## src/rtl/fetch_consts.svh

```systemverilog
`ifndef FETCH_CONSTS_SVH
`define FETCH_CONSTS_SVH

// program counter and instruction word widths
`define PC_WIDTH 16
`define INST_WIDTH 16

// slots fetched per cycle
`define FETCH_WIDTH 4

// instruction memory, word addressed
`define IMEM_ADDR_BITS 8
`define IMEM_DEPTH (1 << `IMEM_ADDR_BITS)

// branch history table, indexed by low pc bits
`define BHT_INDEX_BITS 6
`define BHT_DEPTH (1 << `BHT_INDEX_BITS)

`endif

```

## src/rtl/fetch_pkg.sv

```systemverilog
`default_nettype none

package fetch_pkg;

    // next pc source, highest priority first
    typedef enum logic [2:0] {
        src_recovery,
        src_hold,
        src_jump_reg,
        src_jump_imm,
        src_branch,
        src_seq
    } pc_src_e;

    // two-bit saturating counter, msb set means predict taken
    typedef enum logic [1:0] {
        strong_nt = 2'b00,
        weak_nt   = 2'b01,
        weak_t    = 2'b10,
        strong_t  = 2'b11
    } ctr_state_e;

    // register jump wait
    typedef enum logic {j_idle, j_wait_base} jwait_state_e;

endpackage

`default_nettype wire

```

## src/rtl/next_pc_sel.sv

```systemverilog
`default_nettype none
`timescale 1ns/1ps
`include "fetch_consts.svh"

module next_pc_sel (
    input  wire logic                  clk,
    input  wire logic                  rst_n,
    input  wire logic                  mispredict,
    input  wire logic [`PC_WIDTH-1:0]  pc_recovery,
    input  wire logic                  stall,
    input  wire logic                  waiting,
    input  wire logic                  jump_base_rdy,
    input  wire logic [`PC_WIDTH-1:0]  jump_base,
    input  wire fetch_pkg::pc_src_e    ctrl_src,
    input  wire logic [`PC_WIDTH-1:0]  ctrl_target,
    output logic      [`PC_WIDTH-1:0]  pc
);

    import fetch_pkg::*;

    localparam int PW = `PC_WIDTH;

    pc_src_e       sel;
    logic [PW-1:0] pc_nx;

    ////////////////////////////////////////////////////////////
    // source priority
    ////////////////////////////////////////////////////////////
    always_comb begin
        if (mispredict) begin
            sel = src_recovery;
        end else if (waiting ? !jump_base_rdy : stall) begin
            // base strobe is one cycle, so waiting ignores stall
            sel = src_hold;
        end else if (waiting) begin
            sel = src_jump_reg;
        end else begin
            sel = ctrl_src;
        end
    end

    always_comb begin
        case (sel)
            src_recovery: pc_nx = pc_recovery;
            src_hold:     pc_nx = pc;
            // park on the jump group until the base shows up
            src_jump_reg: pc_nx = waiting ? jump_base : pc;
            src_jump_imm: pc_nx = ctrl_target;
            src_branch:   pc_nx = ctrl_target;
            default:      pc_nx = pc + PW'(`FETCH_WIDTH);
        endcase
    end

    always_ff @(posedge clk or negedge rst_n) begin
        if (!rst_n) begin
            pc <= '0;
        end else begin
            pc <= pc_nx;
        end
    end

endmodule

`default_nettype wire

```

## config.mk

```make
export PLATFORM = sky130hd
export DESIGN_NAME = next_pc_sel
export DESIGN_NICKNAME = d
export VERILOG_FILES = /design/src/rtl/fetch_pkg.sv /design/src/rtl/next_pc_sel.sv
export VERILOG_INCLUDE_DIRS = /design/src /design/src/rtl
export SDC_FILE = /design/constraint.sdc
export NUM_CORES = 1
export LEC_CHECK = 0
export BUFFER_PORTS_ARGS = -buffer_cell sky130_fd_sc_hd__buf_2
export CORE_UTILIZATION = 45
export CTS_BUF_LIST = sky130_fd_sc_hd__clkbuf_8
export CTS_CLUSTER_DIAMETER = 40
export CTS_CLUSTER_SIZE = 30
export DETAILED_ROUTE_END_ITERATION = 16
export GPL_ROUTABILITY_DRIVEN = 0
export PLACE_DENSITY = 0.83
export SYNTH_ARGS = -nofsm -noshare
export SYNTH_HDL_FRONTEND = slang
export SYNTH_SLANG_ARGS = --single-unit
export TNS_END_PERCENT = 100
```

## constraint.sdc

```tcl
create_clock -name clk -period 1.9 [get_ports clk]
set_clock_uncertainty 0.1 [all_clocks]
set_input_delay 0.57 -clock clk [delete_from_list [all_inputs] [get_ports clk]]
set_output_delay 0.57 -clock clk [all_outputs]
set_load 0.03 [all_outputs]
```

# [Word-level counts from Yosys, hierarchy flattened]
# Cells that the tools add are included.
# Widths: inputs -> output; s select.
[word_totals] ff_bits=16 wordCells=18
[classes] addsub=1 eq_ne=5 mux=6 bitwise=1 reduce_logical=4
[op_table] cell="$pmux 16 s4" n=1
[op_table] cell="$add 16x3->16 const B" n=1
[op_table] cell="$mux 16" n=1
[op_table] cell="$mux 3" n=3
[op_table] cell="$eq 3x2->1 const B" n=2
[op_table] cell="$eq 3x1->1 const B" n=1
[op_table] cell="$eq 3x3->1 const B" n=1
[op_table] cell="$logic_not 3->1" n=1
[op_table] cell="$ne 2x2->1 const B" n=1
[op_table] cell="$reduce_and 2->1" n=1
[op_table] cell="$reduce_or 2->1" n=1
[op_table] cell="$logic_not 1->1" n=1
[op_table] cell="$mux 1" n=1
[op_table] cell="$not 1->1" n=1

# [Longest topological paths before layout]
[depth] ltp_word=7 depth_mapped=8 mapped_depth_nobuf=6

# [Worst setup path after synthesis]
# OpenSTA, ideal clock, no wires.
[synth_path] kind="input-to-reg" start="in waiting" end="reg pc[1]" setup_ns=0.124 arrival_ns=1.932 required_ns=1.676 slack_ns=-0.256 cell_stages=6 path_buffers=1 path_cell_list="buf_6 -> or4b_4 -> o21a_4 -> mux2_4 -> a22oi_2 -> o21ai_1"
[synth_between] elab_chain_len=6 word_cells_on_any_way=14 classes_between="eq/ne: 5; mux: 5; bitwise: 1; reduce/logical: 3"
[synth_lines] item="start: declaration" line="next_pc_sel.sv:11" rtl="input wire logic waiting,"
[synth_lines] item="$mux 3 or $mux 1 (tied branches)" line="next_pc_sel.sv:35, next_pc_sel.sv:32"
[synth_lines] item="$mux 3" line="next_pc_sel.sv:32" rtl="end else if (waiting ? !jump_base_rdy : stall) begin"
[synth_lines] item="$mux 3" line="next_pc_sel.sv:30" rtl="if (mispredict) begin"
[synth_lines] item="$eq 3x3->1 (tied with other cells)" line="next_pc_sel.sv:43" rtl="case (sel)"
[synth_lines] item="$reduce_or 2->1 (no source line) (tied with other cells)"
[synth_lines] item="$pmux 16 s4 or $reduce_and 2->1 (tied branches)"
[synth_lines] item="end signal: assignment" line="next_pc_sel.sv:58" rtl="pc <= pc_nx;"
[synth_lines] item="end: declaration" line="next_pc_sel.sv:16" rtl="output logic [`PC_WIDTH-1:0] pc"
# Several ways; a longest one is shown, not always the timed one.
# A chain may end at the register's enable or synchronous reset.

# [Worst setup path after layout]
[layout_path] start="in mispredict" end="reg pc[7]"
[layout_between] elab_chain_len=4 word_cells_on_any_way=11 classes_between="eq/ne: 5; mux: 2; bitwise: 1; reduce/logical: 3"
[layout_lines] item="start: declaration" line="next_pc_sel.sv:8" rtl="input wire logic mispredict,"
[layout_lines] item="$mux 3 *" line="next_pc_sel.sv:30"
[layout_lines] item="$eq 3x3->1 (tied with other cells)" line="next_pc_sel.sv:43"
[layout_lines] item="$reduce_or 2->1 (no source line) (tied with other cells)"
[layout_lines] item="$pmux 16 s4 or $reduce_and 2->1 (tied branches)"
# Mark *: on every way between the ends. The rest lies on a longest branch, timed or not.

==> impl_metrics.ini <==
[die]
core_um2 = 3053
start_util = 0.4758
die_x_um = 58.82
die_h_um = 58.82
rows = 20
ios = 73
dieArea_um2 = 3459

[global_routing]
antenna_found_initial = 0
grt_max_degree = 17
grt_use_total = 0.3080
gr-total-overflow = 0
grt_pass1_vias = 1834
grt_pass1_wl_um = 8204

[critical_path]
slowest_delay_ns = 0.59
cp-start-kind = primary input
rr_worst_depth = 5
endpoint_kind = flip-flop
crit_fanout = 11
arrival_ns = 2.08
cp.depth = 5
worstPathRequired_ns = 1.98
cp_top_family = simple AND/OR/NAND/NOR gates
r2r_start = pc[10]
cp_slowest_cell = or4b_4
critPathBufInv = 2
startpoint = mispredict
crit_path_cell_trace = buf_6 -> or4b_4 -> o21ai_2 -> buf_4 -> o221a_1
worstSetupPathType = in2reg

[routing]
via_per_inst = 5.784
antenna_left = 0
post-route-drc-count = 0
first_pass_iters = 5
detail_route.iter0.violations = 115
routed_wl_um = 5186
vias = 1926
post_drt_wl_per_cell_um = 15.57

[layout]
drive_gt1_frac = 0.4844
antennaDiodeCount = 0
area_delta_synth_final_pct = 54.44
largest-register = pc
final_area_um2 = 2243
layout_common_cells = 71 x buf_2, 36 x nand2_1, 31 x buf_4
final_cells = 333
largest_register_ffs = 16
layout_commonest_cell = buf_2
largest_registers = pc (16)
nNetsFinal = 348

[cts]
cts_root_buffer = clkbuf_8
clkSinkCount = 16
cts_buffers = 3
clockBufferDepth = 2
worstSkewPairLatency_ns = 0.26
tritoncts = built
cts.clk_slew.worst_paths_ns = 0.08
cts_hold_buffers = 0
h-tree-depth = 1

[hold_path]
hp-class = in2async

[synthesis]
ys_seq_elements = 16
synth_flop_cell = dfrtp_1
synth_edf_count = 0
synth_cell_types = 50
syn_area_um2 = 1453
avgSynthCellArea_um2 = 7.727
synth_cells = 188
ys_top_cells_by_area = dfrtp_1 28%, a21oi_1 9.6%, nand2_1 9.6%, nor2_1 5.2%, o221a_1 3.9%
async_flop_share = 1.000
ys_seq_area_frac = 0.2756
yosysWarnings = 0
synth_area_leader_cell = dfrtp_1
synth_fp_nets = 246
yosysTopAreaCellShare = 0.2756

[timing]
slew_violations = 0
period_share = 1.052
period_needed_ns = 1.999
fin_ws_ns = -0.09856
tightest_slew_ns = 0.4055
hold_violations = 0
setup_viol = 10
rsz0062_at_grt = true
max_slew_margin = 0.7297
fmax_ghz = 0.5004

[placement]
dp.cells = 325
pre_cts_ws_ns = -0.3450
place_area_um2 = 2054
hpwlAfterDp_um = 3579
io_buffers = 72

[flow_run]
drv_cap = 0

[pwr]
ir_drop_mv = 0.3608
power_density_nw_per_um2 = 677.2
p_leak_nw = 1.071

[status]
status = finished with violations
violations = setup timing
==> worst paths after layout <==
check	slack (ns)	end
worst min-delay path	0.13	pc[4]
worst max-delay path	-0.1	pc[7]
min in group clk	0.40	pc[1]
worst max register to register	0.21	pc[15]
worst min register to register	0.40	pc[1]
max in group asynchronous	1.27	pc[13]
==> through the flow <==
step	TNS, ns	hold WS [ns]	util	power (mW)
6_report	-0.5390	0.1310	0.7348	1.519
5_1_grt	-0.9182	0.1625	0.7348	1.597
4_1_cts	-0.04243	0.1436	0.7102	1.477
3_5_place_dp	-4.628	0.3831	0.6730	1.154
3_3_place_gp	-3.954	0.3766	0.6730	1.140
2_1_floorplan	-1.905	0.1744	-	0.8910
==> cell usage after synthesis (2+ instances only) <==
cell,count
nand2_1,37
a21oi_1,28
nor2_1,20
dfrtp_1,16
nand3_1,10
buf_2,5
o221a_1,5
clkbuf_1,4
a22oi_1,3
a311o_1,3
and3_1,3
buf_6,3
nand4_1,3
o21ai_0,3
a211o_1,2
a21boi_0,2
a31oi_1,2
and2_1,2
nor3_1,2
o21ai_1,2
o21ai_2,2
o221a_2,2
o32a_1,2
==> cell type report <==
class / instances / area [um^2]
clock buffers: 4 / 55.05
fillers: 242 / 809.5
inverters: 1 / 3.754
multi-input cells: 159 / 1054
flip-flops and latches: 16 / 400.4
well taps: 44 / 55.05
repair buffers: 109 / 675.6
==> kinds of logic (layout without fill, tap and decap cells) <==
| kind of cell | after synthesis | after routing | share of synthesized area |
|---|---|---|---|
| AO/OA/AOI/OAI | 72 | 73 | 0.3807 |
| XOR/XNOR | 1 | 1 | 0.006030 |
| flip-flops | 16 | 16 | 0.2756 |
| AND/OR/NAND/NOR | 82 | 82 | 0.2524 |
| multiplexers | 2 | 2 | 0.01808 |
| buffers and inverters | 14 | 114 | 0.05856 |
| adder cells (fa/ha/maj) | 1 | 1 | 0.008612 |
==> worst reg2reg max path: stages (launching register included) <==
cell     delay [ns]
dfrtp_1        0.42
and3_1         0.24
and2_1         0.24
nand4_1        0.12
a21o_1         0.20
a211o_1        0.28
==> what timing repair did <==
item / in CTS / in global routing
pin swaps: 2 / 6
gates cloned: 1 / 0
buffers inserted: 2 / 1
endpoints found under the hold margin: 0 / 0
endpoints found under the setup margin: 13 / 16
gates resized for setup: 7 / 17
==> routing by layer <==
metal	wire [um]	share of wire	track usage
met1	2046	0.39	0.3828
met2	2651	0.51	0.5487
met3	410	0.079	0.03077
met4	77	0.015	0.1122
met5	0	0	0
==> power breakdown <==
group          switching [mW]  internal [mW]  total (mW)
clock network           0.133          0.184       0.318
logic                   0.415          0.312       0.728
registers              0.0687          0.405       0.474
Note: power is estimated with default switching activity, not from simulation.
