<file path="src/rtl/fetch_consts.svh">
`ifndef FETCH_CONSTS_SVH
`define FETCH_CONSTS_SVH

// program counter and instruction word widths
`define PC_WIDTH 16
`define INST_WIDTH 16

// slots fetched per cycle
`define FETCH_WIDTH 4

// instruction memory, word addressed
`define IMEM_ADDR_BITS 8
`define IMEM_DEPTH (1 << `IMEM_ADDR_BITS)

// branch history table, indexed by low pc bits
`define BHT_INDEX_BITS 6
`define BHT_DEPTH (1 << `BHT_INDEX_BITS)

`endif

</file>
<file path="src/rtl/fetch_pkg.sv">
`default_nettype none

package fetch_pkg;

    // next pc source, highest priority first
    typedef enum logic [2:0] {
        src_recovery,
        src_hold,
        src_jump_reg,
        src_jump_imm,
        src_branch,
        src_seq
    } pc_src_e;

    // two-bit saturating counter, msb set means predict taken
    typedef enum logic [1:0] {
        strong_nt = 2'b00,
        weak_nt   = 2'b01,
        weak_t    = 2'b10,
        strong_t  = 2'b11
    } ctr_state_e;

    // register jump wait
    typedef enum logic {j_idle, j_wait_base} jwait_state_e;

endpackage

`default_nettype wire

</file>
<file path="src/rtl/branch_predictor.sv">
`default_nettype none
`timescale 1ns/1ps
`include "fetch_consts.svh"

module branch_predictor (
    input  wire logic                        clk,
    input  wire logic                        rst_n,
    input  wire logic [`PC_WIDTH-1:0]        pc,
    output logic      [`FETCH_WIDTH-1:0]     pred_taken,
    // commit update
    input  wire logic                        update_en,
    input  wire logic [`PC_WIDTH-1:0]        update_pc,
    input  wire logic                        update_taken
);

    import fetch_pkg::*;

    localparam int PW = `PC_WIDTH;
    localparam int FW = `FETCH_WIDTH;
    localparam int BI = `BHT_INDEX_BITS;

    ctr_state_e bht [`BHT_DEPTH];
    logic [BI-1:0] lk_idx [FW];
    logic [BI-1:0] upd_idx;
    ctr_state_e    next_ctr;

    ////////////////////////////////////////////////////////////
    // lookup for all four slots
    ////////////////////////////////////////////////////////////
    always_comb begin
        for (int i = 0; i < FW; i++) begin
            lk_idx[i]     = BI'(pc + PW'(i));
            pred_taken[i] = bht[lk_idx[i]] inside {weak_t, strong_t};
        end
    end

    ////////////////////////////////////////////////////////////
    // commit update
    ////////////////////////////////////////////////////////////
    assign upd_idx = update_pc[BI-1:0];

    // saturate at both ends
    always_comb begin
        case (bht[upd_idx])
            strong_nt: next_ctr = update_taken ? weak_nt  : strong_nt;
            weak_nt:   next_ctr = update_taken ? weak_t   : strong_nt;
            weak_t:    next_ctr = update_taken ? strong_t : weak_nt;
            default:   next_ctr = update_taken ? strong_t : weak_t;
        endcase
    end

    // counters start weakly not-taken
    always_ff @(posedge clk or negedge rst_n) begin
        if (!rst_n) begin
            for (int i = 0; i < `BHT_DEPTH; i++) begin
                bht[i] <= weak_nt;
            end
        end else if (update_en) begin
            bht[upd_idx] <= next_ctr;
        end
    end

endmodule

`default_nettype wire

</file>
<file path="config.mk">
export PLATFORM = sky130hd
export DESIGN_NAME = branch_predictor
export DESIGN_NICKNAME = d
export VERILOG_FILES = /design/src/rtl/fetch_pkg.sv /design/src/rtl/branch_predictor.sv
export VERILOG_INCLUDE_DIRS = /design/src /design/src/rtl
export SDC_FILE = /design/constraint.sdc
export NUM_CORES = 1
export LEC_CHECK = 0
export BUFFER_PORTS_ARGS = -buffer_cell sky130_fd_sc_hd__buf_2
export CAP_MARGIN = 5
export CORE_UTILIZATION = 55
export DETAILED_ROUTE_END_ITERATION = 8
export PLACE_DENSITY = 0.73
export RECOVER_POWER = 50
export SYNTH_ARGS = -nofsm -noshare
export SYNTH_HDL_FRONTEND = slang
export SYNTH_SLANG_ARGS = --single-unit
</file>
<file path="constraint.sdc">
create_clock -name clk -period 13.3 [get_ports clk]
set_input_delay 1.995 -clock clk [delete_from_list [all_inputs] [get_ports clk]]
set_output_delay 1.995 -clock clk [all_outputs]
set_load 0.005 [all_outputs]
</file>
# == Yosys cells after proc, flatten, opt, wreduce, memory -nomap -nowiden ==
# Cells that the tools add are included.
# op_classes
add_sub_neg,3
n_mul,0
div,0
n_lt_le_gt_ge,6
eq_ne,10
shift,0
n_mux,23
bitwise_logic,5
reduce_logical,6
# op_table
op,n
$bwmux 128,1
$bmux 2 s6,5
$ge 7x7->1 const B,5
$not 6->7,5
$mux 2,13
$eq 2x2->1 const B,9
$add 6x2->6 const B,2
$demux 2 s6,1
$reduce_bool 2->1,4
$lt 7x1->1 const B,1
$add 6x1->6 const B,1
$pmux 2 s3,1
$eq 2x1->1 const B,1
$logic_not 2->1,1
$mux 1,2
$logic_and 1x1->1,1
# word_totals
reg_bits,128
latchBits,0
ramBits,0
romBits,0
input_bits,36
wordCells,117
memories,0

# == Logic depth before layout (Yosys ltp) ==
# depth
word_depth,7
mapped_depth,15
mapped_depth_nobuf,8

# == Least setup slack after synthesis ==
# No wires, ideal clock.
# synth_timing
path_type,input port to output port
start,in pc[0]
end,out pred_taken[1]
t_arrival_ns,5.491
t_required_ns,11.305
path_slack_ns,5.814
cell_stages,13
cell_sequence,clkbuf_1 > buf_2 > buf_2 > buf_2 > inv_1 > ha_1 > clkbuf_1 > buf_1 > mux4_2 > mux4_2 > mux2_2 > nor2_1 > a21oi_1
# synth_between
elab_chain_len,7
elab_cells_between_ends,8
classes_between,add/sub: 1; eq/ne: 2; mux: 3; bitwise: 1; reduce/logical: 1
# synth_lines
element,line,rtl
"start, declared",branch_predictor.sv:8,"input wire logic [`PC_WIDTH-1:0] pc,"
$add 6x1->6 *,branch_predictor.sv:32,lk_idx[i] = BI'(pc + PW'(i));
$not 6->7 (implied by the code) *,branch_predictor.sv:33,"pred_taken[i] = bht[lk_idx[i]] inside {weak_t, strong_t};"
$bmux 2 s6 *,branch_predictor.sv:33,
$mux 2 (implied by the code) * (2 in series),branch_predictor.sv:33,
$eq 2x2->1,branch_predictor.sv:33,
$reduce_bool 2->1 *,branch_predictor.sv:33,
"end, declared",branch_predictor.sv:9,"output logic [`FETCH_WIDTH-1:0] pred_taken,"
# Mark *: on every way between the ends. The rest lies on a longest branch, timed or not. The select of a mux whose other input is x is not followed.

# == Final worst setup path ==
# layout_timing
start,in update_pc[0]
end,reg bht[114] in the netlist's numbering
# layout_between
elab_chain_len,7
elab_cells_between_ends,14
classes_between,order compare: 2; eq/ne: 2; mux: 7; bitwise: 1; reduce/logical: 2
# layout_lines
element,line,rtl
"start, declared",branch_predictor.sv:12,"input wire logic [`PC_WIDTH-1:0] update_pc,"
$not 6->7 (implied by the code) *,"branch_predictor.sv:44, branch_predictor.sv:59",
$bmux 2 s6,branch_predictor.sv:44,case (bht[upd_idx])
$mux 2 (implied by the code) (2 in series),branch_predictor.sv:44,
"$eq 2x2->1, or another cell as far along",branch_predictor.sv:44,
$pmux 2 s3,branch_predictor.sv:44,
$bwmux 128 *,branch_predictor.sv:59,bht[upd_idx] <= next_ctr;
"end signal, assigned by index",branch_predictor.sv:56,bht[i] <= weak_nt;
"end signal, assigned by index",branch_predictor.sv:59,
"end, declared",branch_predictor.sv:22,ctr_state_e bht [`BHT_DEPTH];
# Marks and branches as above.
# A chain may end at the register's enable or synchronous reset.

==> metrics.md <==
| Metric | Value |
|---|---|
| Outcome | complete, but fails checks |
| Violations in the final reports | max-capacitance violations, max-slew violations |
| CP Data Required Time | around 14 ns |
| Final number of setup-violating endpoints | 0 |
| Post-synth net total | a little over 800 |
| Primary FF master, synth | dfstp_2 |
| Avg Inst Size Synth | between 10 and 15 sq um |
| Resized cells post-CTS | 0 |
| Post-CTS Setup Inserts | 0 |
| Worst Path Max Fanout | 64 |
| CP Capture Type | flip-flop |
| Layout cells sized above 1 | 0.328 |
| Setup TNS | 0 ns |
| Max FFs per register | approximately 130 |
| Clock Power Share | 0.339 |
| Root Buffer | clkbuf_16 |
| Startpoint Class | input pin |
| Placed cell areas | approximately 8600 sq um |
| CTS tree | built |
| Top-area cell type share of the netlist area | 0.290 |
| Hold crit path type | reg2reg |
| Ys async rst share | 1.00 |
| Num CTS Buffers | 17 |
| Post-synth EDFFs | 0 |
| Synth cell types | 40 |
| Post-DRT Antenna Nets | 0 |
| Synth Cell Area | 8470 sq um |
| Multi-input logic area | a little under 5000 sq um |
| Largest net degree at the start of global routing | 81 |
| #FFs+latches synth | around 130 |
| Final HPWL DP | between 10000 and 15000 microns |
| Fill count | around 1100 |
| Starting Density | 0.574 |
| Global Route Usage Sum | 0.288 |
| Max incr delay on CP | between 2 and 2.5 ns |
| Ant diodes | 0 |
| Power per Cell Area | 155 nW/um^2 |
| Die area | between 15000 and 20000 sq um |
| Critical path arrival | 7.84 ns |
| Initial antenna violation count | 0 |
| FMAX | 0.132 GHz |
| Int Power | 0.995 mW |
| Slowest stage cell, crit path | clkbuf_1 |
| Sequential area share after synthesis | 0.388 |
| Ports | 40 |
| Synth Warn # | 0 |
| Top cells by count, synth | 142 x nand2_1, 109 x mux4_2, 69 x a21oi_1 |
| Clock period minus worst slack | about 7.6 ns |
| H-Tree Level Count | 4 |
| Comb pwr share | 0.250 |
| Top Registers | bht (128) |
| Rows | 44 |
| Nets | 782 |
| Final critical-path share of the clock period | 0.570 |
| Drt drc | 0 |
| Net Sw Frac | 0.299 |
| Worst slew margin | -1.79 |
| CTS sink count | ~130 |
| First-pass GRT wire length | 35100 microns |
| Largest register by flop count | bht |
| Drt first pass iters | 5 |
| Slew @ Worst Pin | 4.19 ns |
| Sequential power share | 0.411 |
| Clock-pin transition on the worst setup and hold timing paths | 0.05 ns |
| I/O Buffers | 19 |
| Clock Skew | 0.0110 ns |
| Vias in the first global route | about 6500 |
| Most area-consuming cells after synthesis | mux4_2 29%, dfstp_2 20%, dfrtp_1 19% |
| Via/cell ratio | between 7 and 8 |
| Syn Inst Count | roughly 770 |
| Critical path cell sequence | buf_2, clkbuf_1, mux4_2, a22oi_1, nand3_1, a22oi_1, maj3_1, o21ai_0 |
| Placed insts | roughly 910 |
| Final hold viol count | 0 |
| Cell type with the largest total area after synthesis | mux4_2 |
| Die H | 126 microns |
| RSZ-0062 raised after global routing | false |
| Layout Cells excl Fill | 939 |
| Placer congestion estimate | 0.876 |
| Chip width | roughly 130 microns |
| Max IR drop VDD | 0.110 mV |
| Top-count cell post-synth | nand2_1 |
| P_leak | 3.45 nW |
| Final Slew Violations | approximately 240 |
| Per-cell routed wire length | 22.5 microns |
| GR Overflow Total | 0 |
| Post-Layout Inst Area | 9180 sq um |
| Most used cell, CP | a22oi_1 |
| Number of hold buffers added after cts | 0 |
| Drt total wl | 21200 microns |
| Worst-skew pair later-pin latency | 0.43 ns |
| Sw power | 0.424 mW |
| Area growth, synth to finish | 8.44% |
| Vias | 6598 |
| Core area | ~15000 sq um |
| Drt initial violations | 761 |
| Sequential Area | approximately 3300 sq um |
| Max-Cap Viols | 4 |
| Longest Clk Path Bufs | 2 |
| WS Path Type | in2reg |
kinds of logic after synthesis:
| logic type | share of synthesized area |
|---|---|
| and+or+nand+nor | 0.105 |
| AOI/OAI and AO/OA | 0.130 |
| muxes | 0.313 |
| DFF | 0.388 |
| buffers and inverters | 0.0439 |
| xor gates and xnor gates | 0.0114 |
| adders and majority gates | 0.00842 |
routing by layer:
metal / up-vias / part of all wire / track usage
li1: 2878 / - / -
met1: 3333 / 0.40 / 0.390
met2: 344 / 0.49 / 0.461
met3: 43 / 0.079 / 0.0484
met4: 0 / 0.026 / 0.129
met5: - / 0 / 0
critical path: cells and delay by family:
family,cells,cell delay (ns)
buffers and inverters,2,2.29
adders and majority gates,1,1.76
AOI/OAI and AO/OA,3,0.86
muxes,1,0.75
and+or+nand+nor,1,0.15
path summary, 6_finish.rpt:
| kind | start | end | slack, ns | depth (start not counted) |
|---|---|---|---|---|
| min in group asynchronous | rst_n | bht[31]$_DFFE_PN0P_ | 2.42 | 1 |
| setup reg to reg | bht[113]$_DFFE_PN0P_ | bht[114]$_DFFE_PN1P_ | 9.39 | 6 |
| setup / recovery | update_pc[0] | bht[114]$_DFFE_PN1P_ | 5.72 | 8 |
| hold / removal | bht[40]$_DFFE_PN1P_ | bht[40]$_DFFE_PN1P_ | 0.46 | 2 |
| max in group asynchronous | rst_n | bht[73]$_DFFE_PN0P_ | 5.86 | 2 |
| hold reg to reg | bht[40]$_DFFE_PN1P_ | bht[40]$_DFFE_PN1P_ | 0.46 | 2 |
power groups by stage:
stage | sequential [mW] | combinational, mW | clock [mW]
6_report | 0.583 | 0.355 | 0.481
5_1_grt | 0.594 | 0.389 | 0.500
4_1_cts | 0.579 | 0.356 | 0.485
3_5_place_dp | 0.584 | 0.354 | 0
3_3_place_gp | 0.573 | 0.340 | 0
2_1_floorplan | 0.548 | 0.290 | 0
cells in the final DEF (no fill, tap or decap), drive strengths merged, types with 2 or more instances in the layout:
master and count:
a31oi 52, nand2 142, clkbuf 25, inv 6, o21ai 68, nor3b 3
bufinv 3, nand3 8, nor4b 3, a32oi 4, mux2 6, xor2 7
clkinv 5, nand2b 2, buf 31, a21oi 69, mux2i 13, mux4 109
or2 2, a22oi 7, maj3 2, dfrtp 64, nor3 4, nor2 32
xnor2 4, ha 4, dfstp 64, nand4 4, clkinvlp 2, and3b 3
area by class of cell:
| cell class | count | area share |
|---|---|---|
| Multi-Input combinational cell | 555 | 0.527 |
| Sequential cell | 128 | 0.357 |
| Clock buffer | 22 | 0.0518 |
| Tap cell | 184 | 0.0251 |
| Timing Repair Buffer | 34 | 0.0219 |
| Clock inverter | 10 | 0.0146 |
| Inverter | 6 | 0.00245 |
through the flow:
step | setup WS (ns) | power [mW] | util | hold slack [ns]
4_1_cts | 5.92 | 1.42 | 0.623 | 0.460
5_1_grt | 4.68 | 1.48 | 0.622 | 0.479
2_1_floorplan | 5.81 | 0.837 | - | 0.441
3_5_place_dp | 5.92 | 0.938 | 0.582 | 0.452
6_report | 5.72 | 1.42 | 0.622 | 0.456
3_3_place_gp | 6.04 | 0.913 | 0.582 | 0.447
Power figures use the tool's default switching activity.
