<file path="src/rtl/fetch_consts.svh">
`ifndef FETCH_CONSTS_SVH
`define FETCH_CONSTS_SVH

// program counter and instruction word widths
`define PC_WIDTH 16
`define INST_WIDTH 16

// slots fetched per cycle
`define FETCH_WIDTH 4

// instruction memory, word addressed
`define IMEM_ADDR_BITS 8
`define IMEM_DEPTH (1 << `IMEM_ADDR_BITS)

// branch history table, indexed by low pc bits
`define BHT_INDEX_BITS 6
`define BHT_DEPTH (1 << `BHT_INDEX_BITS)

`endif

</file>
<file path="src/rtl/isa_pkg.sv">
`default_nettype none

package isa_pkg;

    // major opcode in the top nibble
    typedef enum logic [3:0] {
        op_alu      = 4'h0,
        op_branch   = 4'hC,
        op_jump_imm = 4'hD,
        op_jump_reg = 4'hE
    } opcode_e;

    // field positions inside a 16-bit word
    localparam int OPC_MSB    = 15;
    localparam int OPC_LSB    = 12;
    localparam int BR_OFF_MSB = 7;
    localparam int BR_OFF_W   = 8;
    localparam int JIMM_MSB   = 11;
    localparam int JIMM_W     = 12;

    // unlisted opcodes fold into op_alu
    function automatic opcode_e decode_op(input logic [15:0] word);
        case (word[OPC_MSB:OPC_LSB])
            4'hC:    return op_branch;
            4'hD:    return op_jump_imm;
            4'hE:    return op_jump_reg;
            default: return op_alu;
        endcase
    endfunction

endpackage

`default_nettype wire

</file>
<file path="src/rtl/fetch_pkg.sv">
`default_nettype none

package fetch_pkg;

    // next pc source, highest priority first
    typedef enum logic [2:0] {
        src_recovery,
        src_hold,
        src_jump_reg,
        src_jump_imm,
        src_branch,
        src_seq
    } pc_src_e;

    // two-bit saturating counter, msb set means predict taken
    typedef enum logic [1:0] {
        strong_nt = 2'b00,
        weak_nt   = 2'b01,
        weak_t    = 2'b10,
        strong_t  = 2'b11
    } ctr_state_e;

    // register jump wait
    typedef enum logic {j_idle, j_wait_base} jwait_state_e;

endpackage

`default_nettype wire

</file>
<file path="src/rtl/branch_scan.sv">
`default_nettype none
`timescale 1ns/1ps
`include "fetch_consts.svh"

module branch_scan (
    input  wire logic [`PC_WIDTH-1:0]    pc,
    input  wire logic [`INST_WIDTH-1:0]  inst0,
    input  wire logic [`INST_WIDTH-1:0]  inst1,
    input  wire logic [`INST_WIDTH-1:0]  inst2,
    input  wire logic [`INST_WIDTH-1:0]  inst3,
    input  wire logic [`FETCH_WIDTH-1:0] pred_taken,
    output fetch_pkg::pc_src_e           ctrl_src,
    output logic      [`PC_WIDTH-1:0]    ctrl_target,
    output logic                         jump_reg_seen,
    output logic      [`FETCH_WIDTH-1:0] slot_valid,
    output logic      [`FETCH_WIDTH-1:0] pred_result,
    output logic      [`PC_WIDTH-1:0]    recv_pc
);

    import isa_pkg::*;
    import fetch_pkg::*;

    localparam int PW = `PC_WIDTH;
    localparam int FW = `FETCH_WIDTH;

    logic [`INST_WIDTH-1:0] inst_w   [FW];
    logic [PW-1:0]          slot_pc  [FW];
    logic [PW-1:0]          br_tgt   [FW];
    logic [PW-1:0]          jimm_tgt [FW];
    opcode_e                op       [FW];
    logic                   done;
    logic                   br_seen;

    assign inst_w = '{inst0, inst1, inst2, inst3};

    ////////////////////////////////////////////////////////////
    // per-slot decode and targets
    ////////////////////////////////////////////////////////////
    always_comb begin
        for (int i = 0; i < FW; i++) begin
            slot_pc[i]  = pc + PW'(i);
            op[i]       = decode_op(inst_w[i]);
            // pc relative, sign extended offset
            br_tgt[i]   = slot_pc[i] + {{(PW-BR_OFF_W){inst_w[i][BR_OFF_MSB]}},
                                        inst_w[i][BR_OFF_MSB:0]};
            // page of the slot plus 12-bit immediate
            jimm_tgt[i] = {slot_pc[i][PW-1:JIMM_W], inst_w[i][JIMM_MSB:0]};
        end
    end

    ////////////////////////////////////////////////////////////
    // group scan
    ////////////////////////////////////////////////////////////
    always_comb begin
        done          = 1'b0;
        br_seen       = 1'b0;
        slot_valid    = '0;
        pred_result   = '0;
        recv_pc       = '0;
        ctrl_src      = src_seq;
        ctrl_target   = '0;
        jump_reg_seen = 1'b0;
        for (int i = 0; i < FW; i++) begin
            if (!done) begin
                slot_valid[i] = 1'b1;
                // first branch sets the alternate path
                if (op[i] == op_branch && !br_seen) begin
                    br_seen = 1'b1;
                    recv_pc = pred_taken[i] ? slot_pc[i] + PW'(1) : br_tgt[i];
                end
                case (op[i])
                    op_branch: begin
                        // not-taken branch keeps the group going
                        if (pred_taken[i]) begin
                            pred_result[i] = 1'b1;
                            ctrl_src       = src_branch;
                            ctrl_target    = br_tgt[i];
                            done           = 1'b1;
                        end
                    end
                    op_jump_imm: begin
                        ctrl_src    = src_jump_imm;
                        ctrl_target = jimm_tgt[i];
                        done        = 1'b1;
                    end
                    op_jump_reg: begin
                        // target comes later from the register file
                        ctrl_src      = src_jump_reg;
                        jump_reg_seen = 1'b1;
                        done          = 1'b1;
                    end
                    default: ;
                endcase
            end
        end
    end

endmodule

`default_nettype wire

</file>
<file path="config.mk">
export PLATFORM = sky130hd
export DESIGN_NAME = branch_scan
export DESIGN_NICKNAME = d
export VERILOG_FILES = /design/src/rtl/isa_pkg.sv /design/src/rtl/fetch_pkg.sv /design/src/rtl/branch_scan.sv
export VERILOG_INCLUDE_DIRS = /design/src /design/src/rtl
export SDC_FILE = /design/constraint.sdc
export NUM_CORES = 1
export LEC_CHECK = 0
export ABC_AREA = 1
export BUFFER_PORTS_ARGS = -buffer_cell sky130_fd_sc_hd__buf_4
export CORE_MARGIN = 5
export CORE_UTILIZATION = 55
export DETAILED_ROUTE_END_ITERATION = 10
export PLACE_DENSITY_LB_ADDON = 0.2
export SYNTH_ARGS = -nofsm -noshare
export SYNTH_HDL_FRONTEND = slang
export SYNTH_SLANG_ARGS = --single-unit
</file>
<file path="constraint.sdc">
create_clock -name vclk -period 6.8
set_input_delay 1.36 -clock vclk [all_inputs]
set_output_delay 1.36 -clock vclk [all_outputs]
set_load 0.01 [all_outputs]
</file>
**After elaboration in Yosys (flattened, before gate mapping)**

Cells that the tools add are included.

- Add/sub/neg operators: 10
- Equality and inequality tests: 24
- Muxes and demuxes: 68
- Reduce and logical (&&, ||, !) cells: 9

Operators with widths:

| kind | count |
|---|---|
| 16-bit 2-to-1 mux | 18 |
| 16-bit case mux with 2 select lines | 4 |
| 4-bit == test (second input constant) | 24 |
| 16-bit by 1-bit adder with 16-bit output (second input constant) | 4 |
| 16-bit adder | 4 |
| 4-bit case mux with 3 select lines | 4 |
| 3-bit case mux with 3 select lines | 4 |
| 16-bit by 2-bit adder with 16-bit output (second input constant) | 2 |
| 1-bit 2-to-1 mux | 29 |
| 3-bit 2-to-1 mux | 6 |
| 1-bit case mux with 2 select lines | 3 |
| 2-bit OR reduction | 3 |
| 1-bit logical AND | 3 |
| 1-bit zero test | 3 |

- Flip-flop bits (word level): 0
- Output and inout bits: 44
- Word-level logic and storage cells: 111

**Depth between registers and ports, before layout**

Gate-level depths: netlist of the first run.

- Depth in word-level cells: 16
- Gate-level depth with buffers: 25

**Least setup slack after synthesis of the first run**

Ideal clock, no wire load.

- Path kind: input -> output
- Start: input pc[0]
- End: output recv_pc[13]
- Arrival time: 3823 ps
- Setup slack: 1617 ps
- Stages: 19
- Path buffers: 1
- Path through: buf_4 -> inv_2 -> ha_1 -> nor2_1 -> nand2_1 -> xor2_1 -> ha_1 -> inv_1 -> o21ai_0 -> a21oi_1 -> inv_1 -> nand2_1 -> nand3_1 -> a21oi_1 -> xor2_1 -> nand2_1 -> nand2_1 -> nand2_1 -> nand2_1

- Cells in the longest elaborated chain, start to end: 9
- Elaborated cells between the ends (all ways): 21

Ends and longest elaborated chain:

| element | RTL line | source |
|---|---|---|
| start, declared | branch_scan.sv:6 | `` input wire logic [`PC_WIDTH-1:0] pc, `` |
| 16-bit by 1-bit adder with 16-bit output / 16-bit adder (equally long branches) | branch_scan.sv:41, branch_scan.sv:69, branch_scan.sv:44 |  |
| 16-bit adder, or another cell as far along | branch_scan.sv:44 | `br_tgt[i] = slot_pc[i] + {{(PW-BR_OFF_W){inst_w[i][BR_OFF_MSB]}},` |
| 16-bit 2-to-1 mux, on equally long branches | branch_scan.sv:69, branch_scan.sv:67 |  |
| 16-bit 2-to-1 mux | branch_scan.sv:67 | `if (op[i] == op_branch && !br_seen) begin` |
| 16-bit 2-to-1 mux | branch_scan.sv:64 | `if (!done) begin` |
| 16-bit 2-to-1 mux | branch_scan.sv:67 |  |
| 16-bit 2-to-1 mux | branch_scan.sv:64 |  |
| 16-bit 2-to-1 mux | branch_scan.sv:67 |  |
| 16-bit 2-to-1 mux * | branch_scan.sv:64 |  |
| end, declared | branch_scan.sv:17 | `` output logic [`PC_WIDTH-1:0] recv_pc `` |

Every way passes the cells marked *; elsewhere a longest branch is shown, timed or not.

**Worst setup path after layout of the first run**

- Start: input inst1[12]
- End: output ctrl_target[8]

- Cells in the longest elaborated chain, start to end: 11
- Elaborated cells between the ends (all ways): 19

Ends and longest elaborated chain:

| element | RTL line | source |
|---|---|---|
| start, declared | branch_scan.sv:8 | `` input wire logic [`INST_WIDTH-1:0] inst1, `` |
| 4-bit == test | isa_pkg.sv:23 | `case (word[OPC_MSB:OPC_LSB])` |
| 4-bit case mux with 3 select lines * | isa_pkg.sv:23 |  |
| 4-bit == test | branch_scan.sv:71 | `case (op[i])` |
| 16-bit case mux with 2 select lines | branch_scan.sv:71 |  |
| 16-bit 2-to-1 mux | branch_scan.sv:64 |  |
| 16-bit 2-to-1 mux | branch_scan.sv:74 | `if (pred_taken[i]) begin` |
| 16-bit case mux with 2 select lines | branch_scan.sv:71 |  |
| 16-bit 2-to-1 mux | branch_scan.sv:64 |  |
| 16-bit 2-to-1 mux | branch_scan.sv:74 |  |
| 16-bit case mux with 2 select lines | branch_scan.sv:71 |  |
| 16-bit 2-to-1 mux * | branch_scan.sv:64 |  |
| end, declared | branch_scan.sv:13 | `` output logic [`PC_WIDTH-1:0] ctrl_target, `` |

Marked as above.

==> out/metrics.cfg, run 1 <==
[outcome]
outcome=completed

[sta]
grt_setup_unrepaired=no
slew_viol_final=0
hold_viol_final=0
relSlewSlack_pct=44.09
post-route-min-period_ns=6.231
period_share_pct=91.63
setup_viol=0
setup_tns_ns=0
max_freq_mhz=160.5
tightest_slew_ns=0.8335

[grt]
antenna_found_initial=0
grt_pass1_vias=10340
grt_pass1_wl_um=55900
track_usage_pct=39.06
grt_max_degree=31
grt_overflow=0

[synthesis]
synthXorXnorAreaFrac_pct=7.929
synthMuxAreaShare_pct=0
syn_avg_cell_area_um2=5.158
synth_compound_area_share_pct=16.93
synth_cell_types=51
synthAdderAreaFrac_pct=14.12
seq_area_frac_synth_pct=0
synth_top_family_by_area=simple AND/OR/NAND/NOR gates
yosys.area_share.simple_pct=49.30
ys_warn_count=0
syn_inst=1588
netlist_area_um2=8190
syn_nets=1762

[route]
route.detailed.drc=0
wl_per_cell_um=19.28
avgViaCountPerCell=6.038
drtPass1Iterations=6
routed_wl_um=36230
vias=11350
ant_nets=0
drt_iter0_drc=1687

[layout]
seq_cells=0
fin_nets=1871
drive_gt1_share_pct=11.80
area_growth_pct=13.81
seq_area_um2=0
nClkBuffers=0
antenna_cells=0

[min_path]
hold_class=primary input to output pin

[die]
num_io_pins=128
coreArea_um2=14590
die_x_um=132.0
std_cell_rows=44
die_h_um=132.0
die-area_um2=17430
start_util_pct=56.14

[critical_path]
worstPathRequired_ns=5.44
cp_top_family=simple AND/OR/NAND/NOR gates
crit_top_cell=nand2_1
cp-startpoint=inst1[12]
path_cells=buf_4 -> inv_1 -> nand2_1 -> nor2_1 -> inv_1 -> ha_1 -> nand2_2 -> inv_1 -> nand2_1 -> nand2_1 -> nor2_4 -> inv_2 -> nor2_4 -> nand2_1 -> inv_2 -> nor2_2 -> or2_1 -> o21ai_0 -> nand2_1 -> buf_4
worstSetupEndpoint=ctrl_target[8]
crit_type=primary input to output pin
crit_path_end_kind=output pin
critical_path_buf_inv_count=7
crit_slowest_cell=nand2_1
crit_fanout=16
cp.depth=20
slowest_delay_ns=0.40
worst-endpoint-arrival_ns=4.87
start_kind=primary input

[clock_tree]
holdBufCountCts=0
post_cts_buffers=0
cts_resized=0

[power]
power_density_nw_per_um2=88.44
power.total_w=0.0008244
ir_worst_vdd_uv=52.71
leakage_nw=5.121

[run]
drv_cap=0

[place]
dp_hpwl_um=30470
port_buffers=127
gp_congestion=1.083

-- layout by cell type, fill, tap and decap left out, types with 11 or more instances in the layout --
master	synthesis	routed
nor3_1	17	17
buf_4	5	142
ha_1	86	86
nand3_1	171	171
nand4_1	27	27
xor2_1	43	43
a21oi_1	82	82
nand2_1	547	547
nor2_1	118	118
nor2_2	13	13
xnor2_1	20	20
inv_1	196	196
o21ai_0	99	99
a22oi_1	11	11
-- worst min-delay path, delay by kind of cell --
| kind | cells | cell delay [ns] |
|---|---|---|
| buffers and inverters | 2 | 0.19 |
| and+or+nand+nor | 2 | 0.11 |
-- routing by layer --
| layer | global-route usage (%) | vias to the layer above | routed length, um |
|---|---|---|---|
| met5 | 0 | - | 0 |
| met4 | 15.31 | 0 | 1819 |
| met3 | 5.305 | 118 | 4475 |
| met2 | 60.28 | 830 | 15250 |
| met1 | 54.81 | 5010 | 14680 |
| li1 | - | 5388 | - |
-- synthesized netlist by cell type (5+ instances only) --
library cell    n  area share (%)
a21oi_1        82             5.0
a22oi_1        11             1.0
a31oi_1         6            0.46
buf_2          12            0.73
buf_4           5            0.46
clkbuf_1       16            0.73
clkinv_1        5            0.23
ha_1           86              13
inv_1         196             9.0
inv_2          10            0.46
nand2_1       547              25
nand2_2         9            0.69
nand3_1       171              10
nand3b_1        8            0.73
nand4_1        27             2.1
nor2_1        118             5.4
nor2_2         13            0.99
nor2_4          9             1.2
nor3_1         17             1.0
o211ai_1        7            0.64
o21ai_0        99             6.0
o21ai_1         5            0.31
o22ai_1        10            0.76
xnor2_1        20             2.1
xor2_1         43             4.6
xor2_2          6             1.2
-- metrics by stage --
stage               util [%]  hold WS (ns)  area (um2)  setup slack [ns]  instances
detailed placement     63.89         3.023        9321            0.7358       1879
global placement       63.89         3.017        9321            0.7949       1879
finish                 63.89         3.018        9321            0.5692       1879
CTS                    63.89         3.023        9321            0.7246       1879
global route           63.89         3.046        9321            0.4198       1879
floorplan                  -         2.865        8190             1.617       1588
-- final cells by class --
class,count,area [um2]
Timing Repair Buffer,142,1066
Tap cell,184,230.2
Fill cell,1507,5268
Inverter,211,792.0
Multi-Input combinational cell,1342,7233
-- where the power goes --
part | internal, W | leakage (nW) | switching (W)
Combinational | 0.000284 | 5.12 | 0.000541
Clock | 0 | 0 | 0
Sequential | 0 | 0 | 0
Total | 0.000284 | 5.12 | 0.000541
-- how the worst min path moves through the flow --
stage	start	end	depth (start not counted)
global route	inst3[11]	ctrl_target[11]	4
detailed placement	inst3[11]	ctrl_target[11]	4
floorplan	inst3[11]	ctrl_target[11]	2
finish	inst3[11]	ctrl_target[11]	4
global placement	inst3[11]	ctrl_target[11]	4
CTS	inst3[11]	ctrl_target[11]	4
-- cells by family after synthesis --
family,Yosys count
adder cells (fa/ha/maj),90
buffers and inverters,246
AO/OA/AOI/OAI,247
AND/OR/NAND/NOR,935
other,1
XOR/XNOR,69
(Power assumes the default switching activity.)
==> run 2, diff against run 1 <==
--- a/config.mk
+++ b/config.mk
@@ -6,7 +6,6 @@
 export SDC_FILE = /design/constraint.sdc
 export NUM_CORES = 1
 export LEC_CHECK = 0
-export ABC_AREA = 1
 export BUFFER_PORTS_ARGS = -buffer_cell sky130_fd_sc_hd__buf_4
 export CORE_MARGIN = 5
 export CORE_UTILIZATION = 55
==> out/metrics.cfg, run 2 <==
[die]
start_util_pct=56.07  ; was 56.14%
num_io_pins=128  ; unchanged
die_h_um=126.0  ; was 132.0 um
die-area_um2=15870  ; was 17430 um2
die_x_um=126.0  ; was 132.0 um
std_cell_rows=42  ; was 44
coreArea_um2=13190  ; was 14590 um2

[sta]
grt_setup_unrepaired=no  ; unchanged
setup_viol=0  ; unchanged
post-route-min-period_ns=6.519  ; was 6.231 ns
setup_tns_ns=0  ; unchanged
tightest_slew_ns=0.8875  ; was 0.8335 ns
relSlewSlack_pct=40.21  ; was 44.09%
slew_viol_final=0  ; unchanged
max_freq_mhz=153.4  ; was 160.5 MHz
period_share_pct=95.87  ; was 91.63%
timing.final.ws_setup_ns=0.2809  ; was 0.5692 ns
hold_viol_final=0  ; unchanged

[synthesis]
syn_inst=1061  ; was 1588
ys_top_cells_by_count=102 x nand2_1, 101 x nor2_1, 86 x ha_1, 83 x xnor2_1, 67 x a21oi_1  ; was 547 x nand2_1, 196 x inv_1, 171 x nand3_1, 118 x nor2_1, 99 x o21ai_0
synth_top_area_share_pct=14.55  ; was 25.07%
syn_nets=1235  ; was 1762
post-synth-top-count-cell=nand2_1  ; unchanged
synth_largest_area_cell=ha_1  ; was nand2_1
ys_warn_count=0  ; unchanged
yosys-top-cells-area=ha_1 15%, xnor2_1 9.8%, xor2_1 5.4%  ; was nand2_1 25%, ha_1 13%, nand3_1 10%
seq_area_frac_synth_pct=0  ; unchanged
syn_avg_cell_area_um2=6.971  ; was 5.158 um2
synth_cell_types=91  ; was 51
netlist_area_um2=7396  ; was 8190 um2

[grt]
grt_pass1_vias=8254  ; was 10340
track_usage_pct=35.11  ; was 39.06%
grt_max_degree=39  ; was 31
grt_pass1_wl_um=45530  ; was 55900 um
antenna_found_initial=0  ; unchanged
grt_overflow=0  ; unchanged

[layout]
mostFrequentLayoutCell=buf_4  ; was nand2_1
stdcell_count=1338  ; was 1879
mostFrequentLayoutCells=151 x buf_4, 102 x nand2_1, 101 x nor2_1  ; was 547 x nand2_1, 196 x inv_1, 171 x nand3_1
fillCellCount=1283  ; was 1507
seq_cells=0  ; unchanged
area_growth_pct=14.68  ; was 13.81%
nClkBuffers=0  ; unchanged
fin_nets=1337  ; was 1871
drive_gt1_share_pct=17.40  ; was 11.80%
seq_area_um2=0  ; unchanged

[critical_path]
crit_slowest_cell=ha_1  ; was nand2_1
slowest_delay_ns=0.42  ; was 0.40 ns
crit_path_end_kind=output pin  ; unchanged
crit_fanout=13  ; was 16
worst-endpoint-arrival_ns=5.16  ; was 4.87 ns
cp_top_family=compound AO/OA/AOI/OAI gates  ; was simple AND/OR/NAND/NOR gates
start_kind=primary input  ; unchanged
path_cells=buf_4 -> ha_1 -> nand3_2 -> o31a_1 -> or2_2 -> ha_1 -> and2_1 -> o2111ai_1 -> a21oi_1 -> or3_1 -> a31o_2 -> a21oi_1 -> xnor2_1 -> o221ai_1 -> a221o_1 -> buf_4  ; was buf_4 -> inv_1 -> nand2_1 -> nor2_1 -> inv_1 -> ha_1 -> nand2_2 -> inv_1 -> nand2_1 -> nand2_1 -> nor2_4 -> inv_2 -> nor2_4 -> nand2_1 -> inv_2 -> nor2_2 -> or2_1 -> o21ai_0 -> nand2_1 -> buf_4
crit_type=primary input to output pin  ; unchanged
critical_path_buf_inv_count=2  ; was 7
worstPathRequired_ns=5.44  ; about the same

[route]
wl_per_cell_um=21.96  ; was 19.28 um
drt_iter0_drc=1019  ; was 1687
ant_nets=0  ; unchanged
routed_wl_um=29380  ; was 36230 um
avgViaCountPerCell=6.567  ; was 6.038
drtPass1Iterations=8  ; was 6
vias=8787  ; was 11350
route.detailed.drc=0  ; unchanged

[clock_tree]
cts_resized=0  ; unchanged
post_cts_buffers=0  ; unchanged
holdBufCountCts=0  ; unchanged

[place]
place_ws_ns=0.3248  ; was 0.7358 ns
gp_congestion=1.051  ; was 1.083
port_buffers=127  ; unchanged
placed_cells=1337  ; was 1879
dp_hpwl_um=24090  ; was 30470 um

[outcome]
outcome=completed  ; unchanged

[min_path]
hold_class=primary input to output pin  ; unchanged

[run]
drv_cap=0  ; unchanged

## run 2: cell count changes in the layout (fill, tap and decap cells not counted), moves of 18 or more
cell     before  now
a22oi_1      11   29
nand3_1     171   24
xnor2_1      20   83
o21ai_0      99   64
mux2i_1       0   26
nand2_1     547  102
inv_1       196   54
## run 2: kinds of logic (layout without fill, tap and decap cells)
family / Yosys count / after routing / synth area share [%]
AND/OR/NAND/NOR: 375 / 375 / 27.74
AO/OA/AOI/OAI: 324 / 324 / 29.66
XOR/XNOR: 133 / 133 / 16.16
buffers and inverters: 108 / 208 / 6.631
adder cells (fa/ha/maj): 90 / 90 / 15.63
multiplexers: 30 / 30 / 4.128
other: 1 / 2 / 0.05070
## run 2: final timing paths
path	start	to	slack, ns	cells after the start
worst min-delay path	inst3[2]	ctrl_target[2]	3.04	4
worst max-delay path	pc[2]	recv_pc[15]	0.28	16
## run 2: through the flow
stage | instance area, um2 | hold slack (ns) | util, %
6_report | 8482 | 3.043 | 64.30
5_1_grt | 8479 | 3.086 | 64.29
4_1_cts | 8479 | 3.039 | 64.29
3_5_place_dp | 8479 | 3.036 | 64.29
3_3_place_gp | 8479 | 3.036 | 64.29
2_1_floorplan | 7396 | 2.848 | -
## run 2: metal layers
metal / GRT usage (%) / vias up / share of wire (%)
li1: - / 4128 / -
met1: 46.96 / 4032 / 41
met2: 56.21 / 528 / 44
met3: 5.250 / 99 / 10
met4: 14.95 / 0 / 5.0
met5: 0 / - / 0
## run 2: layout make-up
type	instances	area (um2)	share of cell area [%]
repair buffers	151	1134	13.36
inverters	57	214.0	2.522
well taps	176	220.2	2.596
diodes	1	2.502	0.02950
multi-input cells	953	6912	81.49
